### config.mk
export PLATFORM = sky130hd
export DESIGN_NAME = dep_check_top
export DESIGN_NICKNAME = d
export VERILOG_FILES = /design/src/dep_check_pkg.sv /design/src/dep_check_ifs.sv /design/src/dep_check_top.sv /design/src/dep_priority_enc.sv /design/src/out_credit_ctrl.sv /design/src/raw_dep_matrix.sv /design/src/uop_collector.sv
export VERILOG_INCLUDE_DIRS = /design/src
export SDC_FILE = /design/constraint.sdc
export NUM_CORES = 1
export LEC_CHECK = 0
export BUFFER_PORTS_ARGS = -buffer_cell sky130_fd_sc_hd__buf_2
export CORE_AREA = 2 2 290 292
export DETAILED_ROUTE_END_ITERATION = 8
export DIE_AREA = 0 0 292 294
export PLACE_DENSITY = 0.69
export SYNTH_ARGS = -nofsm -noshare
export SYNTH_HDL_FRONTEND = slang
export SYNTH_HIERARCHICAL = 1
export SYNTH_SLANG_ARGS = --single-unit
### constraint.sdc
create_clock -name w_fire01 -period 12.1 [get_ports w_fire01]
set_input_delay 3.025 -clock w_fire01 [delete_from_list [all_inputs] [get_ports w_fire01]]
set_output_delay 3.025 -clock w_fire01 [all_outputs]
set_load 0.01 [all_outputs]
### src/dep_check_defines.svh
`ifndef DEP_CHECK_DEFINES_SVH
`define DEP_CHECK_DEFINES_SVH

//////////////////////////////
// window geometry
`define DC_LANES        4       // uops per beat.
`define DC_SLOTS        8       // two beats per window.

//////////////////////////////
// field widths
`define DC_REG_W        5
`define DC_UOP_W        32

//////////////////////////////
// flow control
`define DC_IN_CREDITS   2       // beats upstream may send after reset.
`define DC_OUT_CREDITS  2       // windows downstream can take after reset.

`define DC_NO_DEP       4'hF    // no older producer.

`endif

### src/dep_check_pkg.sv
`include "dep_check_defines.svh"

package dep_check_pkg;

    typedef logic [`DC_REG_W-1:0] reg_idx_t;    // architectural register.
    typedef logic [`DC_UOP_W-1:0] uop_t;

    // producer slot, DC_NO_DEP when none.
    typedef logic [3:0] slot_idx_t;

    typedef logic [`DC_SLOTS-1:0] slot_mask_t;  // bit k is slot k.
    typedef logic [1:0] credit_cnt_t;

    typedef enum logic [1:0] {
        COLL_EMPTY,
        COLL_HALF,     // first beat held in slots 0..3.
        COLL_FULL      // window waiting for the matrix.
    } coll_state_t;

endpackage

### src/dep_check_ifs.sv
`include "dep_check_defines.svh"

//////////////////////////////
// matrix -> encoder
interface match_if;
    logic                                        valid;
    logic                                        ready;
    dep_check_pkg::uop_t       [`DC_SLOTS-1:0]   uops;
    dep_check_pkg::slot_mask_t [`DC_SLOTS-1:0]   match_l;   // per slot, older producers.
    dep_check_pkg::slot_mask_t [`DC_SLOTS-1:0]   match_r;

    modport src (output valid, output uops, output match_l, output match_r, input ready);
    modport dst (input valid, input uops, input match_l, input match_r, output ready);
endinterface

//////////////////////////////
// encoder -> output stage
interface dep_win_if;
    logic                                        valid;
    logic                                        ready;
    dep_check_pkg::uop_t       [`DC_SLOTS-1:0]   uops;
    dep_check_pkg::slot_idx_t  [`DC_SLOTS-1:0]   dep_l;
    dep_check_pkg::slot_idx_t  [`DC_SLOTS-1:0]   dep_r;

    modport src (output valid, output uops, output dep_l, output dep_r, input ready);
    modport dst (input valid, input uops, input dep_l, input dep_r, output ready);
endinterface

### src/dep_check_top.sv
`include "dep_check_defines.svh"

module dep_check_top (
    input  logic                                        w_fire01,
    input  logic                                        rstn,

    // upstream
    input  logic                                        i_in_valid,
    input  dep_check_pkg::uop_t      [`DC_LANES-1:0]    i_in_uops,
    output logic                                        o_in_credit,

    // downstream
    output logic                                        o_out_valid,
    output dep_check_pkg::uop_t      [`DC_SLOTS-1:0]    o_out_uops,
    output dep_check_pkg::slot_idx_t [`DC_SLOTS-1:0]    o_out_dep_l,
    output dep_check_pkg::slot_idx_t [`DC_SLOTS-1:0]    o_out_dep_r,
    input  logic                                        i_out_credit
);

    logic                                   w_win_valid;
    logic                                   w_win_ready;
    dep_check_pkg::uop_t [`DC_SLOTS-1:0]    w_win_uops;

    match_if    u_match ();
    dep_win_if  u_dep_win ();

    uop_collector u_collector (
        .w_fire01    (w_fire01),
        .rstn        (rstn),
        .i_in_valid  (i_in_valid),
        .i_in_uops   (i_in_uops),
        .o_in_credit (o_in_credit),
        .o_win_valid (w_win_valid),
        .o_win_uops  (w_win_uops),
        .i_win_ready (w_win_ready)
    );

    raw_dep_matrix u_matrix (
        .w_fire01    (w_fire01),
        .rstn        (rstn),
        .i_win_valid (w_win_valid),
        .i_win_uops  (w_win_uops),
        .o_win_ready (w_win_ready),
        .m           (u_match.src)
    );

    dep_priority_enc u_enc (
        .w_fire01 (w_fire01),
        .rstn     (rstn),
        .m        (u_match.dst),
        .d        (u_dep_win.src)
    );

    out_credit_ctrl u_out (
        .w_fire01     (w_fire01),
        .rstn         (rstn),
        .d            (u_dep_win.dst),
        .i_out_credit (i_out_credit),
        .o_out_valid  (o_out_valid),
        .o_out_uops   (o_out_uops),
        .o_out_dep_l  (o_out_dep_l),
        .o_out_dep_r  (o_out_dep_r)
    );

endmodule

### src/dep_priority_enc.sv
`include "dep_check_defines.svh"

module dep_priority_enc (
    input  logic        w_fire01,
    input  logic        rstn,
    match_if.dst        m,
    dep_win_if.src      d
);

    dep_check_pkg::slot_idx_t [`DC_SLOTS-1:0]   w_dep_l;
    dep_check_pkg::slot_idx_t [`DC_SLOTS-1:0]   w_dep_r;
    logic                                       r_valid;

    // highest set bit below slot, youngest older producer wins.
    function automatic dep_check_pkg::slot_idx_t nearest(
        input dep_check_pkg::slot_mask_t mask,
        input int                        slot
    );
        dep_check_pkg::slot_idx_t code;
        code = `DC_NO_DEP;
        for (int k = 0; k < `DC_SLOTS; k++) begin
            if (k < slot && mask[k]) begin
                code = dep_check_pkg::slot_idx_t'(k);
            end
        end
        return code;
    endfunction

    always_comb begin
        for (int j = 0; j < `DC_SLOTS; j++) begin
            w_dep_l[j] = nearest(m.match_l[j], j);
            w_dep_r[j] = nearest(m.match_r[j], j);
        end
    end

    assign m.ready = !r_valid || d.ready;
    assign d.valid = r_valid;

    always_ff @(posedge w_fire01 or negedge rstn) begin
        if (!rstn) begin
            r_valid <= 1'b0;
        end else if (m.ready) begin
            r_valid <= m.valid;
        end
    end

    always_ff @(posedge w_fire01) begin
        if (m.valid && m.ready) begin
            d.uops  <= m.uops;
            d.dep_l <= w_dep_l;
            d.dep_r <= w_dep_r;
        end
    end

endmodule

### src/out_credit_ctrl.sv
`include "dep_check_defines.svh"

module out_credit_ctrl (
    input  logic                                        w_fire01,
    input  logic                                        rstn,
    dep_win_if.dst                                      d,
    input  logic                                        i_out_credit,
    output logic                                        o_out_valid,
    output dep_check_pkg::uop_t      [`DC_SLOTS-1:0]    o_out_uops,
    output dep_check_pkg::slot_idx_t [`DC_SLOTS-1:0]    o_out_dep_l,
    output dep_check_pkg::slot_idx_t [`DC_SLOTS-1:0]    o_out_dep_r
);

    dep_check_pkg::credit_cnt_t r_credits;
    logic                       w_issue;

    assign d.ready = (r_credits != '0);
    assign w_issue = d.valid && d.ready;

    always_ff @(posedge w_fire01 or negedge rstn) begin
        if (!rstn) begin
            r_credits   <= dep_check_pkg::credit_cnt_t'(`DC_OUT_CREDITS);
            o_out_valid <= 1'b0;
        end else begin
            o_out_valid <= w_issue;         // one pulse per window.
            case ({w_issue, i_out_credit})
                2'b10:   r_credits <= r_credits - 2'd1;
                2'b01:   r_credits <= r_credits + 2'd1;
                default: r_credits <= r_credits;    // spend and return cancel.
            endcase
        end
    end

    always_ff @(posedge w_fire01) begin
        if (w_issue) begin
            o_out_uops  <= d.uops;
            o_out_dep_l <= d.dep_l;
            o_out_dep_r <= d.dep_r;
        end
    end

    //////////////////////////////
    // credit checks
    assert property (@(posedge w_fire01) disable iff (!rstn)
        r_credits <= `DC_OUT_CREDITS);

    // a window out leaves its credit with downstream.
    assert property (@(posedge w_fire01) disable iff (!rstn)
        o_out_valid |-> r_credits != `DC_OUT_CREDITS);

endmodule

### src/raw_dep_matrix.sv
`include "dep_check_defines.svh"

module raw_dep_matrix (
    input  logic                                    w_fire01,
    input  logic                                    rstn,
    input  logic                                    i_win_valid,
    input  dep_check_pkg::uop_t [`DC_SLOTS-1:0]     i_win_uops,
    output logic                                    o_win_ready,
    match_if.src                                    m
);

    dep_check_pkg::slot_mask_t [`DC_SLOTS-1:0]  w_match_l;
    dep_check_pkg::slot_mask_t [`DC_SLOTS-1:0]  w_match_r;
    logic                                       r_valid;

    // producer writes this source register.
    function automatic logic raw_hit(
        input dep_check_pkg::uop_t      prod,
        input logic                     src_vld,
        input dep_check_pkg::reg_idx_t  src
    );
        return prod[15] && src_vld && (prod[4:0] == src);
    endfunction

    // only older slots k < j can produce for slot j.
    always_comb begin
        w_match_l = '0;
        w_match_r = '0;
        for (int j = 1; j < `DC_SLOTS; j++) begin
            for (int k = 0; k < j; k++) begin
                w_match_l[j][k] = raw_hit(i_win_uops[k], i_win_uops[j][17],
                                          i_win_uops[j][14:10]);
                w_match_r[j][k] = raw_hit(i_win_uops[k], i_win_uops[j][16],
                                          i_win_uops[j][9:5]);
            end
        end
    end

    assign o_win_ready = !r_valid || m.ready;
    assign m.valid     = r_valid;

    always_ff @(posedge w_fire01 or negedge rstn) begin
        if (!rstn) begin
            r_valid <= 1'b0;
        end else if (o_win_ready) begin
            r_valid <= i_win_valid;
        end
    end

    always_ff @(posedge w_fire01) begin
        if (i_win_valid && o_win_ready) begin
            m.uops    <= i_win_uops;
            m.match_l <= w_match_l;
            m.match_r <= w_match_r;
        end
    end

endmodule

### src/uop_collector.sv
`include "dep_check_defines.svh"

module uop_collector (
    input  logic                                    w_fire01,
    input  logic                                    rstn,
    input  logic                                    i_in_valid,
    input  dep_check_pkg::uop_t [`DC_LANES-1:0]     i_in_uops,
    output logic                                    o_in_credit,
    output logic                                    o_win_valid,
    output dep_check_pkg::uop_t [`DC_SLOTS-1:0]     o_win_uops,
    input  logic                                    i_win_ready
);

    dep_check_pkg::coll_state_t                 r_state;
    dep_check_pkg::uop_t [`DC_SLOTS-1:0]        r_win;
    logic                                       r_ret_pend;
    logic                                       w_win_done;

    assign o_win_valid = (r_state == dep_check_pkg::COLL_FULL);
    assign o_win_uops  = r_win;
    assign w_win_done  = o_win_valid && i_win_ready;

    always_ff @(posedge w_fire01 or negedge rstn) begin
        if (!rstn) begin
            r_state <= dep_check_pkg::COLL_EMPTY;
        end else begin
            case (r_state)
                dep_check_pkg::COLL_EMPTY: begin
                    if (i_in_valid) r_state <= dep_check_pkg::COLL_HALF;
                end
                dep_check_pkg::COLL_HALF: begin
                    if (i_in_valid) r_state <= dep_check_pkg::COLL_FULL;
                end
                dep_check_pkg::COLL_FULL: begin
                    if (i_win_ready) r_state <= dep_check_pkg::COLL_EMPTY;
                end
                default: r_state <= dep_check_pkg::COLL_EMPTY;
            endcase
        end
    end

    // first beat is the older half.
    always_ff @(posedge w_fire01) begin
        if (i_in_valid && r_state == dep_check_pkg::COLL_EMPTY) begin
            r_win[`DC_LANES-1:0] <= i_in_uops;
        end
        if (i_in_valid && r_state == dep_check_pkg::COLL_HALF) begin
            r_win[`DC_SLOTS-1:`DC_LANES] <= i_in_uops;
        end
    end

    //////////////////////////////
    // two credit pulses per window that leaves
    always_ff @(posedge w_fire01 or negedge rstn) begin
        if (!rstn) begin
            o_in_credit <= 1'b0;
            r_ret_pend  <= 1'b0;
        end else begin
            o_in_credit <= w_win_done || r_ret_pend;
            r_ret_pend  <= w_win_done;      // second slot next cycle.
        end
    end

    //////////////////////////////
    // upstream must not overrun its credits
    assert property (@(posedge w_fire01) disable iff (!rstn)
        i_in_valid |-> r_state != dep_check_pkg::COLL_FULL);

endmodule
=== After elaboration in Yosys (flattened, before gate mapping) ===
Cells that the tools add are included.

* $add $sub $neg: 2
* Equality and inequality tests: 63
* Multiplexer cells: 49
* Reduce and logical (&&, ||, !) cells: 142

{| class="wikitable"
|+ Operators with widths
! kind !! number
|-
| == test 5 bit || 56
|-
| logical AND 1 bit || 117
|-
| two-way mux 4 bit || 14
|-
| two-way mux 3 bit || 18
|-
| two-way mux 2 bit || 11
|-
| OR reduction 2 bit || 6
|-
| OR reduction 3 bit || 4
|-
| OR reduction 6 bit || 2
|-
| OR reduction 5 bit || 2
|-
| OR reduction 4 bit || 2
|-
| != test 2 bit (second input constant) || 3
|-
| case mux 2 bit (3 select lines) || 1
|-
| == test 2 x 1 -> 1 bit (second input constant) || 2
|-
| == test 2 bit (second input constant) || 2
|-
| two-way mux 1 bit || 4
|-
| case mux 2 bit (2 select lines) || 1
|-
| nonzero test 2 bit || 2
|-
| logical OR 1 bit || 3
|-
| AND reduction 3 bit || 1
|-
| adder 2 x 1 -> 2 bit (second input constant) || 1
|-
| zero test 1 bit || 2
|-
| zero test 2 bit || 1
|-
| subtractor 2 x 1 -> 2 bit (second input constant) || 1
|}

* Register bits after elaboration: 1201
* Bits of input ports: 132
* Word-level logic and storage cells: 353

=== Logic depth before layout (Yosys ltp) ===
Gate-level depths: netlist (run 1).

* Depth in word-level cells: 6
* Mapped depth: 6
* Gate-level depth less buffers: 6

=== Hierarchy ===
Netlist (run 1), hierarchy kept.

{| class="wikitable"
|+ Modules (own cells, without submodules)
! module !! instances !! cells each !! area each (µm²)
|-
| raw_dep_matrix || 1 || 916 || 13730.7
|-
| out_credit_ctrl || 1 || 331 || 9741.8
|-
| dep_priority_enc || 1 || 413 || 9631.7
|-
| uop_collector || 1 || 269 || 7850.0
|}

=== Worst setup path before layout (run 1) ===
No wires, ideal clock.

* Kind: input port to flip-flop
* Start point: input i_in_valid
* End point: register u_collector.r_win (netlist bit u_collector/o_win_uops[0]) (enable)
* Library setup time: 0.798 ns
* Data arrival time: 12.179 ns
* Data required time: 11.302 ns
* Slack: -0.876 ns
* Cell stages on the path: 1
* Buffers on the path: 0
* Cells stage by stage: nor3b_1

* Cells in the longest elaborated chain, start to end: 1

{| class="wikitable"
|+ RTL lines
! element !! RTL line !! text
|-
| from (decl) || dep_check_top.sv:8 || <nowiki>input logic i_in_valid,</nowiki>
|-
| logical AND 1 bit || uop_collector.sv:44 || <nowiki>if (i_in_valid && r_state == dep_check_pkg::COLL_EMPTY) begin</nowiki>
|-
| to (signal, indexed assignment) || uop_collector.sv:45 || <nowiki>r_win[`DC_LANES-1:0] <= i_in_uops;</nowiki>
|-
| to (signal, indexed assignment) || uop_collector.sv:48 || <nowiki>r_win[`DC_SLOTS-1:`DC_LANES] <= i_in_uops;</nowiki>
|-
| to (decl) || uop_collector.sv:15 || <nowiki>dep_check_pkg::uop_t [`DC_SLOTS-1:0] r_win;</nowiki>
|}

Every way passes these cells.
A chain may end at the register's enable or synchronous reset.

=== Worst setup path in the final report (run 1) ===
* Start point: register u_out/o_out_uops[238] (netlist bit)
* End point: output o_out_uops[238] (netlist bit)

{| class="wikitable"
|+ RTL lines
! element !! RTL line !! text
|-
| from (decl) || out_credit_ctrl.sv:9 || <nowiki>output dep_check_pkg::uop_t [`DC_SLOTS-1:0] o_out_uops,</nowiki>
|-
| from (signal assigned) || out_credit_ctrl.sv:36 || <nowiki>o_out_uops <= d.uops;</nowiki>
|-
| to (decl) || dep_check_top.sv:14 || <nowiki>output dep_check_pkg::uop_t [`DC_SLOTS-1:0] o_out_uops,</nowiki>
|}

No word-level cell between the ends.

==> key figures, run 1 <==
Status
  – Run status: complete, no violations

Route
  – Iter 0 DRT Violations: 1431
  – Post-DR vias/cell: 5.054
  – Initial DRT Pass Iterations: 5
  – DRC viols: 0
  – Post-detailed-route wirelength per cell: roughly 23 µm
  – Routed WL: between 80 and 90 mm
  – ANT nets after route: 0
  – Total number of vias: roughly 18000

Timing
  – Worst slew margin: 0.1288
  – Fmax: 232.7 MHz
  – Slew Viols, Final: 0
  – RSZ-0062 raised after global routing: no
  – Final hold vios: 0
  – Tcrit/Tclk final: 0.3551
  – Finish-stage setup viols: 0
  – Slew @ Worst Pin: 1307 ps
  – Clk_skew: roughly 57 ps
  – Setup TNS: 0 ps
  – Fin crit period: ~4300 ps
  – Final worst slack: 7803 ps
  – Hold slack: approximately 360 ps

CTS
  – Post-CTS setup buffer count: 0
  – CTS root buf: clkbuf_16
  – Worst-Skew Late Latency: 680 ps
  – Post-CTS Resized: 0
  – Post-CTS Hold Buffers: 0
  – CTS Sinks: between 1000 and 1500
  – CTS Buf Count: about 110
  – Buffer depth of the longest clock path: 3
  – H-tree lvl count: 3
  – TritonCTS clock tree: done
  – Clock transition at the registers of the reported paths: around 60 ps

Worst setup path
  – CP Data Required Time: 9070 ps
  – CP Buf/Inv Count: 1
  – Crit path DAT: around 1300 ps
  – Setup CP Type: flop to primary output
  – Worst Setup End Kind: primary output
  – Critical path launch point type: flop
  – Crit path max fanout: 1
  – Worst path top cell family by delay: flip-flops
  – Slowest stage delay, CP: 430 ps
  – Slowest cell on the critical path: edfxtp_1
  – Crit-path cells: buf_2

Floorplanning
  – CORE AREA: ~83000 µm²
  – FP Rows: approximately 110
  – Initial Utilization: 0.4875
  – Die height: a little under 300 µm
  – Die span in x: around 290 µm
  – DIE AREA: between 80000 and 90000 µm²
  – Top Ports: 454

Logic synthesis
  – Mapped cell area: 40410 µm²
  – Gate count of the mapped netlist: between 1500 and 2000
  – Avg Cell Area, Syn: around 22 µm²
  – Synth warn: 6

Pwr
  – Final Total Pwr: 10.99 mW
  – P_int: ~8 mW
  – Reg power frac: 0.557
  – Cell Pwr Density: around 230 nW/µm²
  – Leak: ~16 nW
  – Clock power share: 0.321
  – Worst vdd ir: approximately 250 µV
  – Switch share: 0.2582
  – Combinational Power Share: 0.121
  – P_sw: between 2 and 3 mW

GRT
  – Vias in the first global route: about 18000
  – GRT Util Overall: 0.1858
  – GRT Residual Overflow: 0
  – Initial antenna violation count: 9
  – Pin count of the biggest net entering global routing: about 170
  – Global-route wire length before repair: approximately 120 mm

Finish
  – Fill cells: 5946
  – Share of cells above drive strength 1: 0.2650
  – Synth-to-Final Area Change: 17.47%
  – Nets: between 2000 and 2500
  – Most frequent cells in the layout: 1186 x edfxtp_1, 453 x buf_2, 282 x xnor2_1
  – Most common cell after layout, fill and taps aside: edfxtp_1

Min path
  – Worst min path class: flop to flop

Place
  – Pre-CTS setup slack: 7283 ps
  – Post-DP HPWL: slightly above 50 mm
  – I/O Buffers: between 400 and 500
  – Placer Congestion: 0.7734

Run
  – Max Cap Violations: 0
==> metal layers <==
layer	global-route usage	up-vias	wire length, µm
met5	0	-	61
met4	0.07141	8	2572
met3	0.04539	175	5980
met2	0.3015	734	39270
met1	0.2446	8956	33290
li1	-	8012	-
==> per-stage QoR <==
| stage | area, µm² | cells | util |
|---|---|---|---|
| after floorplan | 40440 | 1863 | - |
| after global placement | 43630 | 3317 | 0.5263 |
| after detailed placement | 43630 | 3317 | 0.5263 |
| after CTS | 47460 | 3533 | 0.5725 |
| after global routing | 47470 | 3537 | 0.5726 |
| final | 47470 | 3539 | 0.5727 |
==> flip-flops by register name (all words and copies together), names as in the netlist <==
signal / count
u_out/o_out_dep_l: 32
u_matrix/m.uops: 256
u_matrix/m.valid: 1
u_enc/d.uops: 256
u_out/r_credits: 2
u_collector/r_ret_pend: 1
u_enc/d.dep_r: 21
u_out/o_out_dep_r: 32
u_collector/o_in_credit: 1
u_enc/d.valid: 1
u_matrix/m.match_l: 28
u_enc/d.dep_l: 21
u_out/o_out_uops: 256
u_collector/o_win_uops: 256
u_collector/r_state: 2
u_out/o_out_valid: 1
u_matrix/m.match_r: 28
==> layout make-up <==
cell class	instances	area (µm²)	area share
clock inverter	78	887.1	0.01869
multi-input combinational	553	3918	0.08253
timing repair buffer	475	2457	0.05177
clock buffer	138	2942	0.06197
tap	1080	1351	0.02847
inverter	14	60.06	0.001265
antenna	6	15.01	0.0003163
sequential	1195	35840	0.7550
==> power groups by stage <==
stage | Combinational (mW) | Clock (mW) | Sequential, mW
floorplan | 0.784 | 0 | 6.33
global placement | 1.32 | 0 | 6.17
detailed placement | 1.36 | 0 | 6.21
CTS | 1.37 | 3.62 | 6.13
global route | 1.45 | 3.78 | 6.19
finish | 1.33 | 3.53 | 6.13
==> path summary, 6_finish.rpt <==
kind,start,endpoint,cells past startpoint,slack [ps]
max,u_out/o_out_uops[238],o_out_uops[238],1,7800
min,u_enc/d.uops[169],u_out/o_out_uops[169],0,360
max reg2reg,u_out/r_credits[1],u_matrix/m.uops[163],6,8420
min reg2reg,u_enc/d.uops[169],u_out/o_out_uops[169],0,360
max in group asynchronous,rstn,u_out/r_credits[1],1,9670
min in group asynchronous,rstn,u_out/o_out_valid,1,2190
(Power assumes the default switching activity.)
==> run 2, diff against run 1 <==
--- a/config.mk
+++ b/config.mk
@@ -6,10 +6,11 @@
 export SDC_FILE = /design/constraint.sdc
 export NUM_CORES = 1
 export LEC_CHECK = 0
+export ABC_AREA = 1
 export BUFFER_PORTS_ARGS = -buffer_cell sky130_fd_sc_hd__buf_2
-export CORE_AREA = 2 2 290 292
+export CORE_AREA = 2 2 294 296
 export DETAILED_ROUTE_END_ITERATION = 8
-export DIE_AREA = 0 0 292 294
+export DIE_AREA = 0 0 296 298
 export PLACE_DENSITY = 0.69
 export SYNTH_ARGS = -nofsm -noshare
 export SYNTH_HDL_FRONTEND = slang
==> constraint.sdc (replaced) <==
create_clock -name w_fire01 -period 4 [get_ports w_fire01]
set_input_delay 1 -clock w_fire01 [delete_from_list [all_inputs] [get_ports w_fire01]]
set_output_delay 1 -clock w_fire01 [all_outputs]
set_load 0.01 [all_outputs]
==> key figures, run 2 <==
Pwr
  – Worst vdd ir: approximately 340 µV
  – Cell Pwr Density: 624.9 nW/µm²
  – Final Total Pwr: 30.78 mW
  – Leak: 18.63 nW

Min path
  – Worst min path class: input pin to asynchronous set/reset pin

Worst setup path
  – Crit-path cells: buf_2
  – Crit path max fanout: 1
  – Worst Setup End Kind: primary output
  – Critical path launch point type: flop
  – CP Buf/Inv Count: 1
  – Worst path top cell family by delay: flip-flops
  – CP Data Required Time: ~3000 ps
  – Setup CP Type: flop to primary output
  – Slowest cell on the critical path: edfxtp_1
  – Crit path DAT: around 1300 ps
  – Slowest stage delay, CP: between 400 and 500 ps
  – Worst R2R Setup Slack: 1880 ps

Floorplanning
  – Die height: ~300 µm
  – Top Ports: 454
  – Die span in x: roughly 300 µm
  – DIE AREA: between 80000 and 90000 µm²
  – CORE AREA: ~85000 µm²
  – Initial Utilization: 0.4923
  – FP Rows: between 100 and 150

Finish
  – Non-Filler Instances: roughly 4400
  – Multi-input gate area: between 4000 and 5000 µm²
  – Share of cells above drive strength 1: 0.2144
  – Nets: around 3300
  – Most frequent cells in the layout: 1186 x edfxtp_1, 828 x nand2_1, 453 x buf_2
  – Post-route cell area: 49260 µm²
  – Fill cells: 6542
  – Final core utilization: 0.5803
  – Most common cell after layout, fill and taps aside: edfxtp_1
  – Sequential cell area: ~36000 µm²
  – Synth-to-Final Area Change: 17.88%

Route
  – Post-DR vias/cell: about 5
  – Initial DRT Pass Iterations: 7
  – Post-detailed-route wirelength per cell: around 21 µm
  – DRC viols: 0
  – Iter 0 DRT Violations: just under 2000
  – Routed WL: ~93 mm
  – Total number of vias: between 20000 and 25000
  – ANT nets after route: 0

CTS
  – Buffer depth of the longest clock path: 3
  – H-tree lvl count: 3
  – Worst-Skew Late Latency: between 600 and 700 ps
  – CTS root buf: clkbuf_16
  – CTS Sinks: 1195
  – TritonCTS clock tree: done
  – Clock transition at the registers of the reported paths: 60 ps
  – CTS Buf Count: about 110
  – Post-CTS setup buffer count: 0
  – Post-CTS Resized: 0
  – Post-CTS Hold Buffers: 0

GRT
  – Pin count of the biggest net entering global routing: 122
  – Global-route wire length before repair: roughly 140 mm
  – Vias in the first global route: between 20000 and 25000
  – Initial antenna violation count: 18
  – GRT Util Overall: 0.2124
  – GRT Residual Overflow: 0

Place
  – Placed cell count: between 4000 and 5000
  – Post-DP Area: approximately 45000 µm²
  – Post-DP HPWL: 62.87 mm
  – I/O Buffers: roughly 450
  – Placer Congestion: approximately 0.91

Timing
  – Fmax: between 400 and 500 MHz
  – Slew Viols, Final: 0
  – Hold slack: ~150 ps
  – Finish-stage setup viols: 0
  – Tcrit/Tclk final: 0.5769
  – Slew @ Worst Pin: 869.8 ps
  – RSZ-0062 raised after global routing: no
  – Worst slew margin: 0.4201
  – Final hold vios: 0
  – Clk_skew: ~22 ps
  – Fin crit period: 2308 ps

Logic synthesis
  – Gate count of the mapped netlist: between 2000 and 3000
  – Synth warn: 6
  – Avg Cell Area, Syn: roughly 16 µm²
  – Mapped cell area: roughly 42000 µm²

Run
  – Max Cap Violations: 0

Status
  – Run status: complete, no violations
run 2: power breakdown:
group	switching (mW)	total [mW]	internal, mW
clock	4.53	10.7	6.13
combinational	2.36	3.24	0.871
sequential	0.824	16.9	16.1
total	7.71	30.8	23.1
run 2: worst paths after layout:
path                                 startpoint                   end  cells after the start
max                        u_out/o_out_uops[99]        o_out_uops[99]                      1
max in group asynchronous                  rstn    u_out/r_credits[1]                      1
min reg2reg                u_matrix/m.uops[101]     u_enc/d.uops[101]                      0
min                                        rstn     u_out/o_out_valid                      1
min in group w_fire01      u_matrix/m.uops[101]     u_enc/d.uops[101]                      0
max reg2reg                  u_out/r_credits[1]  u_matrix/m.uops[217]                      7
run 2: stage by stage:
stage	worst slack (ps)	TNS, ps
CTS	1640	0
global placement	1347	0
floorplan	-2305	-1943290
finish	1692	0
detailed placement	1333	0
global route	1634	0
run 2: metal layers:
| metal | wire (µm) | GRT usage | up-vias |
|---|---|---|---|
| li1 | - | - | 10219 |
| met1 | 36820 | 0.2717 | 10618 |
| met2 | 46380 | 0.3578 | 847 |
| met3 | 6595 | 0.03984 | 189 |
| met4 | 3325 | 0.08718 | 6 |
| met5 | 46 | 0 | - |
run 2: layout make-up:
cell class / count / area share
sequential: 1195 / 0.7276
antenna: 12 / 0.0006096
timing repair buffer: 480 / 0.05319
inverter: 197 / 0.01529
tap: 1144 / 0.02906
multi-input combinational: 1182 / 0.09775
clock inverter: 85 / 0.01806
clock buffer: 126 / 0.05840
